--- src/axi_pkg.sv ---
package axi_pkg;

    localparam int AXI_ADDR_W = 32;
    localparam int AXI_DATA_W = 32;
    localparam int AXI_ID_W   = 4;
    localparam int AXI_STRB_W = AXI_DATA_W / 8;
    localparam int AXI_LEN_W  = 8;
    localparam int AXI_SIZE_W = 3;
    localparam int AXI_RESP_W = 2;

    localparam logic [AXI_ID_W-1:0]  ID_INST    = 4'd0;  // Instruction port
    localparam logic [AXI_ID_W-1:0]  ID_DATA    = 4'd1;  // Data port
    localparam logic [1:0]           BURST_INCR = 2'b01;
    localparam logic [AXI_LEN_W-1:0] LEN_SINGLE = 8'd0;  // One beat

    typedef struct packed {
        logic [AXI_ID_W-1:0]   arid;
        logic [AXI_ADDR_W-1:0] araddr;
        logic [AXI_LEN_W-1:0]  arlen;
        logic [AXI_SIZE_W-1:0] arsize;
        logic [1:0]            arburst;
        logic                  arvalid;
        logic                  rready;
        logic [AXI_ID_W-1:0]   awid;
        logic [AXI_ADDR_W-1:0] awaddr;
        logic [AXI_LEN_W-1:0]  awlen;
        logic [AXI_SIZE_W-1:0] awsize;
        logic [1:0]            awburst;
        logic                  awvalid;
        logic [AXI_DATA_W-1:0] wdata;
        logic [AXI_STRB_W-1:0] wstrb;
        logic                  wlast;
        logic                  wvalid;
        logic                  bready;
    } axi_req_t;

    typedef struct packed {
        logic                  arready;
        logic [AXI_ID_W-1:0]   rid;
        logic [AXI_DATA_W-1:0] rdata;
        logic [AXI_RESP_W-1:0] rresp;
        logic                  rlast;
        logic                  rvalid;
        logic                  awready;
        logic                  wready;
        logic [AXI_ID_W-1:0]   bid;
        logic [AXI_RESP_W-1:0] bresp;
        logic                  bvalid;
    } axi_resp_t;

endpackage

--- src/sram_pkg.sv ---
package sram_pkg;

    localparam int SRAM_ADDR_W       = 32;
    localparam int SRAM_DATA_W       = 32;
    localparam int RESET_HOLD_CYCLES = 128;
    localparam int RESET_CNT_W       = $clog2(RESET_HOLD_CYCLES + 1);

    // Same encoding as the AXI size code
    typedef enum logic [1:0] {
        SIZE_BYTE = 2'd0,
        SIZE_HALF = 2'd1,
        SIZE_WORD = 2'd2
    } size_e;

    typedef struct packed {
        logic                   req;
        logic [SRAM_ADDR_W-1:0] addr;
    } inst_req_t;

    typedef struct packed {
        logic                   req;
        logic                   wr;
        size_e                  size;
        logic [SRAM_ADDR_W-1:0] addr;
        logic [SRAM_DATA_W-1:0] wdata;  // Already placed in its byte lanes
    } data_req_t;

    typedef struct packed {
        logic                   addr_ok;
        logic                   data_ok;
        logic [SRAM_DATA_W-1:0] rdata;
    } sram_resp_t;

    typedef struct packed {
        logic [axi_pkg::AXI_ID_W-1:0] id;
        size_e                        size;
        logic [SRAM_ADDR_W-1:0]       addr;
        logic [SRAM_DATA_W-1:0]       wdata;
    } chan_cmd_t;

endpackage

--- src/reset_stretch.sv ---
`timescale 1ns/1ps

module reset_stretch (
    input  logic Clk,
    input  logic Myreset,
    output logic core_rst_o
);

    logic [sram_pkg::RESET_CNT_W-1:0] hold_cnt;

    always_ff @(posedge Clk) begin
        if (Myreset) begin
            hold_cnt   <= '0;
            core_rst_o <= 1'b1;
        end else if (core_rst_o) begin
            if (hold_cnt == sram_pkg::RESET_HOLD_CYCLES) begin
                core_rst_o <= 1'b0;  // Hold time elapsed
            end else begin
                hold_cnt <= hold_cnt + 1'b1;
            end
        end
    end

endmodule

--- src/req_arbiter.sv ---
`timescale 1ns/1ps

module req_arbiter (
    input  logic                             Clk,
    input  logic                             Myreset,
    input  logic                             core_rst_i,
    input  sram_pkg::inst_req_t              inst_req_i,
    input  sram_pkg::data_req_t              data_req_i,
    output sram_pkg::sram_resp_t             inst_resp_o,
    output sram_pkg::sram_resp_t             data_resp_o,
    output sram_pkg::chan_cmd_t              cmd_o,
    output logic                             rd_start_o,
    output logic                             wr_start_o,
    input  logic                             rd_done_i,
    input  logic                             wr_done_i,
    input  logic [sram_pkg::SRAM_DATA_W-1:0] rd_data_i
);

    typedef enum logic {
        ARB_IDLE,
        ARB_BUSY
    } arb_state_e;

    arb_state_e                       state_q;
    logic                             owner_data_q;  // Data port owns the channel
    logic                             inst_ok_q;
    logic                             data_ok_q;
    logic [sram_pkg::SRAM_DATA_W-1:0] rdata_q;
    sram_pkg::chan_cmd_t              cmd_q;
    logic                             can_accept;
    logic                             data_win;
    logic                             inst_win;

    assign can_accept = (state_q == ARB_IDLE) && !core_rst_i;
    assign data_win   = can_accept && data_req_i.req;
    assign inst_win   = can_accept && inst_req_i.req && !data_req_i.req;  // Data first

    always_ff @(posedge Clk) begin
        if (Myreset || core_rst_i) begin
            state_q      <= ARB_IDLE;
            owner_data_q <= 1'b0;
            rd_start_o   <= 1'b0;
            wr_start_o   <= 1'b0;
            inst_ok_q    <= 1'b0;
            data_ok_q    <= 1'b0;
        end else begin
            rd_start_o <= inst_win || (data_win && !data_req_i.wr);
            wr_start_o <= data_win && data_req_i.wr;
            inst_ok_q  <= 1'b0;
            data_ok_q  <= 1'b0;
            case (state_q)
                ARB_IDLE: begin
                    if (data_win || inst_win) begin
                        state_q      <= ARB_BUSY;
                        owner_data_q <= data_win;
                    end
                end
                ARB_BUSY: begin
                    if (rd_done_i || wr_done_i) begin
                        state_q   <= ARB_IDLE;
                        inst_ok_q <= !owner_data_q;
                        data_ok_q <= owner_data_q;
                    end
                end
                default: state_q <= ARB_IDLE;
            endcase
        end
    end

    // Held until the next grant, so the channels read it directly
    always_ff @(posedge Clk) begin
        if (data_win) begin
            cmd_q.id    <= axi_pkg::ID_DATA;
            cmd_q.size  <= data_req_i.size;
            cmd_q.addr  <= data_req_i.addr;
            cmd_q.wdata <= data_req_i.wdata;
        end else if (inst_win) begin
            cmd_q.id    <= axi_pkg::ID_INST;
            cmd_q.size  <= sram_pkg::SIZE_WORD;
            cmd_q.addr  <= inst_req_i.addr;
            cmd_q.wdata <= '0;
        end
        if (rd_done_i) begin
            rdata_q <= rd_data_i;
        end
    end

    always_comb begin
        inst_resp_o.addr_ok = inst_win;
        inst_resp_o.data_ok = inst_ok_q;
        inst_resp_o.rdata   = rdata_q;
        data_resp_o.addr_ok = data_win;
        data_resp_o.data_ok = data_ok_q;
        data_resp_o.rdata   = rdata_q;
    end

    assign cmd_o = cmd_q;

endmodule

--- src/axi_read_ch.sv ---
`timescale 1ns/1ps

module axi_read_ch (
    input  logic                             Clk,
    input  logic                             Myreset,
    input  logic                             core_rst_i,
    input  sram_pkg::chan_cmd_t              cmd_i,
    input  logic                             start_i,
    output axi_pkg::axi_req_t                ar_o,
    input  axi_pkg::axi_resp_t               resp_i,
    output logic                             done_o,
    output logic [sram_pkg::SRAM_DATA_W-1:0] rdata_o
);

    typedef enum logic [1:0] {
        RD_IDLE,
        RD_ADDR,
        RD_DATA
    } rd_state_e;

    rd_state_e state_q;

    always_ff @(posedge Clk) begin
        if (Myreset || core_rst_i) begin
            state_q <= RD_IDLE;
            done_o  <= 1'b0;
        end else begin
            done_o <= 1'b0;
            case (state_q)
                RD_IDLE: begin
                    if (start_i) begin
                        state_q <= RD_ADDR;
                    end
                end
                RD_ADDR: begin
                    if (resp_i.arready) begin
                        state_q <= RD_DATA;  // Address taken
                    end
                end
                RD_DATA: begin
                    if (resp_i.rvalid) begin
                        state_q <= RD_IDLE;
                        done_o  <= 1'b1;
                    end
                end
                default: state_q <= RD_IDLE;
            endcase
        end
    end

    always_ff @(posedge Clk) begin
        if (state_q == RD_DATA && resp_i.rvalid) begin
            rdata_o <= resp_i.rdata;
        end
    end

    // Only the AR fields and rready come from here
    always_comb begin
        ar_o         = '0;
        ar_o.arid    = cmd_i.id;
        ar_o.araddr  = cmd_i.addr;
        ar_o.arlen   = axi_pkg::LEN_SINGLE;
        ar_o.arsize  = {1'b0, cmd_i.size};
        ar_o.arburst = axi_pkg::BURST_INCR;
        ar_o.arvalid = (state_q == RD_ADDR);
        ar_o.rready  = (state_q == RD_DATA);
    end

endmodule

--- src/axi_write_ch.sv ---
`timescale 1ns/1ps

module axi_write_ch (
    input  logic                Clk,
    input  logic                Myreset,
    input  logic                core_rst_i,
    input  sram_pkg::chan_cmd_t cmd_i,
    input  logic                start_i,
    output axi_pkg::axi_req_t   aw_w_o,
    input  axi_pkg::axi_resp_t  resp_i,
    output logic                done_o
);

    typedef enum logic [1:0] {
        WR_IDLE,
        WR_SEND,
        WR_RESP
    } wr_state_e;

    wr_state_e                      state_q;
    logic                           aw_pend_q;
    logic                           w_pend_q;
    logic                           aw_left;
    logic                           w_left;
    logic [axi_pkg::AXI_STRB_W-1:0] strb_mask;

    // Still waiting after this cycle
    assign aw_left = aw_pend_q && !resp_i.awready;
    assign w_left  = w_pend_q && !resp_i.wready;

    always_ff @(posedge Clk) begin
        if (Myreset || core_rst_i) begin
            state_q   <= WR_IDLE;
            aw_pend_q <= 1'b0;
            w_pend_q  <= 1'b0;
            done_o    <= 1'b0;
        end else begin
            done_o <= 1'b0;
            case (state_q)
                WR_IDLE: begin
                    if (start_i) begin
                        state_q   <= WR_SEND;
                        aw_pend_q <= 1'b1;
                        w_pend_q  <= 1'b1;
                    end
                end
                WR_SEND: begin
                    aw_pend_q <= aw_left;
                    w_pend_q  <= w_left;
                    if (!aw_left && !w_left) begin
                        state_q <= WR_RESP;  // Both AW and W accepted
                    end
                end
                WR_RESP: begin
                    if (resp_i.bvalid) begin
                        state_q <= WR_IDLE;
                        done_o  <= 1'b1;
                    end
                end
                default: state_q <= WR_IDLE;
            endcase
        end
    end

    always_comb begin
        case (cmd_i.size)
            sram_pkg::SIZE_BYTE: strb_mask = 4'b0001;
            sram_pkg::SIZE_HALF: strb_mask = 4'b0011;
            default:             strb_mask = 4'b1111;
        endcase
    end

    // AW, W and bready only
    always_comb begin
        aw_w_o         = '0;
        aw_w_o.awid    = cmd_i.id;
        aw_w_o.awaddr  = cmd_i.addr;
        aw_w_o.awlen   = axi_pkg::LEN_SINGLE;
        aw_w_o.awsize  = {1'b0, cmd_i.size};
        aw_w_o.awburst = axi_pkg::BURST_INCR;
        aw_w_o.awvalid = aw_pend_q;
        aw_w_o.wdata   = cmd_i.wdata;
        aw_w_o.wstrb   = strb_mask << cmd_i.addr[1:0];  // Lanes from the low address bits
        aw_w_o.wlast   = 1'b1;
        aw_w_o.wvalid  = w_pend_q;
        aw_w_o.bready  = (state_q == WR_RESP);
    end

endmodule

--- src/sram_axi_bridge.sv ---
`timescale 1ns/1ps

module sram_axi_bridge (
    input  logic                 Clk,
    input  logic                 Myreset,
    input  sram_pkg::inst_req_t  inst_req_i,
    input  sram_pkg::data_req_t  data_req_i,
    output sram_pkg::sram_resp_t inst_resp_o,
    output sram_pkg::sram_resp_t data_resp_o,
    output axi_pkg::axi_req_t    axi_req_o,
    input  axi_pkg::axi_resp_t   axi_resp_i
);

    logic                             core_rst;
    sram_pkg::chan_cmd_t              cmd;
    logic                             rd_start;
    logic                             wr_start;
    logic                             rd_done;
    logic                             wr_done;
    logic [sram_pkg::SRAM_DATA_W-1:0] rd_data;
    axi_pkg::axi_req_t                rd_req;
    axi_pkg::axi_req_t                wr_req;

    reset_stretch u_reset_stretch (
        .Clk        (Clk),
        .Myreset    (Myreset),
        .core_rst_o (core_rst)
    );

    req_arbiter u_req_arbiter (
        .Clk         (Clk),
        .Myreset     (Myreset),
        .core_rst_i  (core_rst),
        .inst_req_i  (inst_req_i),
        .data_req_i  (data_req_i),
        .inst_resp_o (inst_resp_o),
        .data_resp_o (data_resp_o),
        .cmd_o       (cmd),
        .rd_start_o  (rd_start),
        .wr_start_o  (wr_start),
        .rd_done_i   (rd_done),
        .wr_done_i   (wr_done),
        .rd_data_i   (rd_data)
    );

    axi_read_ch u_axi_read_ch (
        .Clk        (Clk),
        .Myreset    (Myreset),
        .core_rst_i (core_rst),
        .cmd_i      (cmd),
        .start_i    (rd_start),
        .ar_o       (rd_req),
        .resp_i     (axi_resp_i),
        .done_o     (rd_done),
        .rdata_o    (rd_data)
    );

    axi_write_ch u_axi_write_ch (
        .Clk        (Clk),
        .Myreset    (Myreset),
        .core_rst_i (core_rst),
        .cmd_i      (cmd),
        .start_i    (wr_start),
        .aw_w_o     (wr_req),
        .resp_i     (axi_resp_i),
        .done_o     (wr_done)
    );

    // Write side supplies AW, W and B; read side overrides AR and R
    always_comb begin
        axi_req_o         = wr_req;
        axi_req_o.arid    = rd_req.arid;
        axi_req_o.araddr  = rd_req.araddr;
        axi_req_o.arlen   = rd_req.arlen;
        axi_req_o.arsize  = rd_req.arsize;
        axi_req_o.arburst = rd_req.arburst;
        axi_req_o.arvalid = rd_req.arvalid;
        axi_req_o.rready  = rd_req.rready;
    end

endmodule

--- config.mk ---
export PLATFORM = sky130hd
export DESIGN_NAME = sram_axi_bridge
export DESIGN_NICKNAME = d
export VERILOG_FILES = /design/src/axi_pkg.sv /design/src/sram_pkg.sv /design/src/reset_stretch.sv /design/src/req_arbiter.sv /design/src/axi_read_ch.sv /design/src/axi_write_ch.sv /design/src/sram_axi_bridge.sv
export SDC_FILE = /design/constraint.sdc
export NUM_CORES = 1
export LEC_CHECK = 0
export ABC_AREA = 1
export BUFFER_PORTS_ARGS = -buffer_cell sky130_fd_sc_hd__buf_2
export CORE_AREA = 2 2 142 144
export DETAILED_ROUTE_END_ITERATION = 7
export DIE_AREA = 0 0 144 146
export GPL_TIMING_DRIVEN = 1
export PLACE_DENSITY = 0.71
export SLEW_MARGIN = 10
export SYNTH_ARGS = -nofsm -noshare
export SYNTH_HDL_FRONTEND = slang
export SYNTH_SLANG_ARGS = --single-unit
export TNS_END_PERCENT = 30
--- constraint.sdc ---
create_clock -name Clk -period 7.47 [get_ports Clk]
set_input_delay 1.494 -clock Clk [delete_from_list [all_inputs] [get_ports Clk]]
set_output_delay 1.494 -clock Clk [all_outputs]
set_load 0.02 [all_outputs]
# Yosys cells after proc, flatten, opt, wreduce, memory -nomap -nowiden
# Cells that the tools add are included.
# word_totals
reg_bits,154
in_bits,153
output_inout_bits,208
word_cells,95
# op_classes
addsub,1
eq_ne,12
n_shift,1
muxes,21
n_bitwise,5
n_reduce_logical,35
# op_table
op,count
two-way mux 66 bit,2
two-way mux 2 bit,6
case mux 2 bit (3 select lines),2
logical AND 1 bit,10
"adder 8 x 1 -> 8 bit, second input constant",1
"== test 8 bit, second input constant",1
zero test 1 bit,8
"!= test 2 x 1 -> 1 bit, second input constant",4
case mux 4 bit (2 select lines),1
two-way mux 1 bit,7
"== test 2 x 1 -> 1 bit, second input constant",3
zero test 2 bit,3
case mux 1 bit (2 select lines),3
AND reduction 2 bit,3
AND reduction 3 bit,2
NOT 1 bit,5
"== test 2 bit, second input constant",2
logical OR 1 bit,4
"!= test 2 bit, second input constant",2
nonzero test 2 bit,2
OR reduction 2 bit,2
<< shifter 4 x 2 -> 4 bit,1
OR reduction 3 bit,1

# Longest topological paths before layout
# depth
ltp_word,7
mapped_depth,8

# Modules after synthesis
# Synthesis repeated with hierarchy kept, for this count alone.
# hier_totals
hier_cells,788
area_unflattened_um2,8140.3
# by_module_without_submodules
mod,instances,cells_per_inst,area_each_um2
req_arbiter,1,344,4205.3
axi_read_ch,1,193,2142.1
axi_write_ch,1,176,1283.7
reset_stretch,1,75,509.2

# Worst setup path before layout
# OpenSTA, ideal clock, no wires.
# synth_timing
kind,in2reg
from,in axi_resp_i[9] (netlist bit)
to,"reg u_axi_read_ch.rdata_o[0] (netlist bit), enable pin"
setup_ns,0.461
t_arrival_ns,3.741
t_required_ns,7.009
path_slack_ns,3.268
stages,2
path_cell_list,inv_1 > nor3_1
# synth_via
elab_chain_cells,1
# synth_rtl
element,line,text
from (decl),sram_axi_bridge.sv:11,input axi_pkg::axi_resp_t axi_resp_i
logical AND 1 bit,axi_read_ch.sv:52,if (state_q == RD_DATA && resp_i.rvalid) begin
to (signal assigned),axi_read_ch.sv:53,rdata_o <= resp_i.rdata;
to (decl),axi_read_ch.sv:12,output logic [sram_pkg::SRAM_DATA_W-1:0] rdata_o
# No other way between the ends.
# A chain may end at the register's enable or synchronous reset.

==> run summary <==
The via count of the first global-routing pass came out at 4360. The area of placed instances is 0.007680 mm2. Input and output buffers added on the ports amount to 318.

The area of the mapped netlist is 0.006451 mm2. After legalization and detailed placement, the total HPWL measured 11580 um. The count of filler cells inserted in the layout is 1867. The area of the core came out at 0.01933 mm2. For this block, the initial DRC count from the detailed router was 262. The total I/O pin count is 361.

The number of different library cells used by synthesis comes to 27. The number of sinks driven by the clock tree is 154. From left edge to right edge, the die measures 144 um. Cells with a size suffix above 1 make up 43.01% of the layout.

TritonCTS built the clock tree. The critical path launch point type is an input port. The arrival time reported for the critical path endpoint is 2.40 ns. The clock buffer count from CTS came out at 17. The accumulated negative setup slack is 0 ns. The critical path is of the input port to primary output type. The number of synthesis warnings came out at 0. Summed over all instances, the cell type with the most area after synthesis is edfxtp_1. The shortest period the worst path allows is 3.893 ns. The final-stage net count is 979. The worst ir drop on vdd is 0.1362 mV. The required time of the worst setup path is 5.98 ns. In the finished design, the share of the clock period the worst path needs comes to 52.12%.

The number of buffers on the longest clock path came out at 2. After detailed routing, the number of remaining DRC violations is 0. The power density over the cells is 225.2 mW/mm2. Entering global routing, the biggest net connects 73 pins. The overall die height came out at 146 um. The global-route wire length before repair is 23150 um. In this run the biggest area consumer among cell types represents 60.51% of the synthesized area. Of all nets on the critical path, the largest fanout is 33. Once placement completed, the tool counted placed cells totaling 1070.

The max capacitance violation total came out at 0. In the routed layout, each cell is associated on average with a via count of 4.084. The number of antenna violations at the first check in global routing is 1. In this run, synthesis produced a sequential element count of 154. The layout overhead on the synthesized area came out at 28.67%. The run finished with clean final reports. The worst-case clock skew is 0.01127 ns. The number of endpoints with negative hold slack in the final report came out at 0.

The overall fraction of global-route tracks in use is 14.73%. Routability-driven placement finished with a final weighted congestion of 0.7467. The routed wire length came out at 15620 um. The number of cell rows came out at 51. The global route total overflow came out at 0. The iteration count of the initial detailed-routing pass came out at 4.

After routing the design area is 0.008300 mm2. The buffer type at the clock tree root is clkbuf_16. The number of pins with negative max-slew slack in the final report came out at 0. The share of the Yosys chip area taken by registers is 67.96%. The number of H-tree levels is 4.

The post-detailed-route count of antenna-violating nets came out at 0. In this run the static leakage power is 3.711 nW. The post-synthesis instance total is 572.

The finished layout holds 1103 standard cells, fillers aside. The detail-routed net length per standard cell is 14.16 um. The relative max-transition margin came out at 37.78%. The via total after detailed routing is 4505. Derived from the worst setup path, the maximum achievable clock frequency is 256.9 MHz. The synthesized area per cell is 11.28 um2. The slew of the pin with the lowest slew margin is 0.9332 ns. The number of cells on the worst reg-to-reg path is 4.

The clock latency of the later-clocked register in the worst-skew pair is 0.42 ns. The number of setup buffers added after CTS is 0. The kind of end point of the critical path is a primary output. The clock transition at the registers of the reported paths came out at 0.07 ns. The die covers 0.02102 mm2. Counting instances, the worst hold path has a depth of 0. Setup repair after global routing left no endpoint under its margin. The number of gates resized after CTS came out at 0. The worst hold path belongs to the class flip-flop to flip-flop. The initial core utilization is 33.37%. The share of the core filled with cells is 42.93%. The hold-fix buffer count after cts came out at 0. By area the synthesized netlist is led by edfxtp_1, buf_4, nand2_1. The count of endpoints failing setup in the final report is 0.
[power by group]
part / internal [W] / switching, W / total (W)
registers: 0.000925 / 0.00000304 / 0.000928
clock network: 0.000458 / 0.000414 / 0.000871
logic: 0.0000332 / 0.0000369 / 0.0000702
[flip-flops by register name, indices dropped and copies added (netlist names), 2 cells and up]
| register | count |
|---|---|
| u_req_arbiter.rdata_q | 32 |
| u_axi_read_ch.rdata_o | 32 |
| u_axi_read_ch.state_q | 2 |
| u_reset_stretch.hold_cnt | 8 |
| u_axi_write_ch.state_q | 2 |
| u_req_arbiter.cmd_o | 67 |
[cell families (layout without fill, tap and decap cells)]
logic type,count (synthesis),in the layout,synth area share [%]
AO/OA/AOI/OAI,23,23,1.978
XOR/XNOR,2,2,0.2716
adder cells (fa/ha/maj),2,2,0.3878
buffers and inverters,168,406,15.92
flip-flops,154,154,67.96
other,2,30,0.1164
AND/OR/NAND/NOR,221,221,13.36
[final timing paths]
check	from	endpoint	slack [ns]
worst min register to register	u_axi_read_ch.rdata_o[24]$_DFFE_PP_	u_req_arbiter.rdata_q[24]$_DFFE_PP_	0.42
worst max-delay path	data_req_i[67]	data_resp_o[33]	3.58
worst max register to register	u_reset_stretch.core_rst_o$_SDFF_PP1_	u_req_arbiter.cmd_o[28]$_SDFFCE_PN0P_	4.94
worst min-delay path	u_axi_read_ch.rdata_o[24]$_DFFE_PP_	u_req_arbiter.rdata_q[24]$_DFFE_PP_	0.42
[layout by cell type (no fill, tap or decap), types with 2 or more instances in the layout]
master / count
inv_8: 4
edfxtp_1: 130
clkinv_8: 6
dfxtp_1: 23
buf_4: 2
nand2_2: 2
nor2_1: 63
ha_1: 2
a21oi_1: 11
xor2_1: 2
buf_2: 318
inv_1: 53
nor3_1: 3
conb_1: 29
inv_6: 2
clkbuf_16: 17
o21ai_0: 7
nand2_1: 139
nand3_1: 7
[cells in the mapped netlist]
cell and count:
conb_1 2, ha_1 2, o22ai_1 1, nor4_1 1, clkbuf_1 1, nor2_2 1, nand4_1 1, nor3_1 4
edfxtp_1 130, o21a_1 1, nand3b_1 1, buf_2 11, nand3_1 7, o211a_1 1, buf_4 102, dfxtp_1 24
xor2_1 2, or2_2 1, nor2_1 63, a31oi_1 1, a22oi_1 1, nand2_2 2, o21ai_0 7, a21oi_1 11
inv_1 53, inv_2 1, nand2_1 140
[metrics by stage]
stage	hold WS, ns	setup slack (ns)	total power, W
detailed placement	0.4045	3.585	0.001017
finish	0.4192	3.577	0.001869
global placement	0.4010	3.597	0.001015
CTS	0.4209	3.586	0.001893
floorplan	0.4003	3.268	0.0009883
global route	0.4228	3.514	0.001935
[cell type report]
class	instances	area [um2]	share of cell area (%)
tap	265	331.6	3.995
inverter	54	202.7	2.442
timing repair buffer	320	1607	19.35
clock inverter	15	192.7	2.321
multi-input combinational	277	1154	13.90
antenna	1	2.502	0.03015
sequential	154	4385	52.83
clock buffer	17	425.4	5.125
[worst max-delay path: stages]
cell,delay [ns]
buf_2,0.11
nand2_2,0.07
inv_2,0.44
buf_2,0.27
[routing by layer]
metal / share of wire (%) / track usage [%] / vias to the layer above
li1: - / - / 2219
met1: 40 / 16.79 / 2097
met5: 0 / 0 / -
met2: 52 / 25.76 / 167
met4: 2.1 / 6.127 / 0
met3: 5.4 / 4.080 / 22
Power figures use the tool's default switching activity.
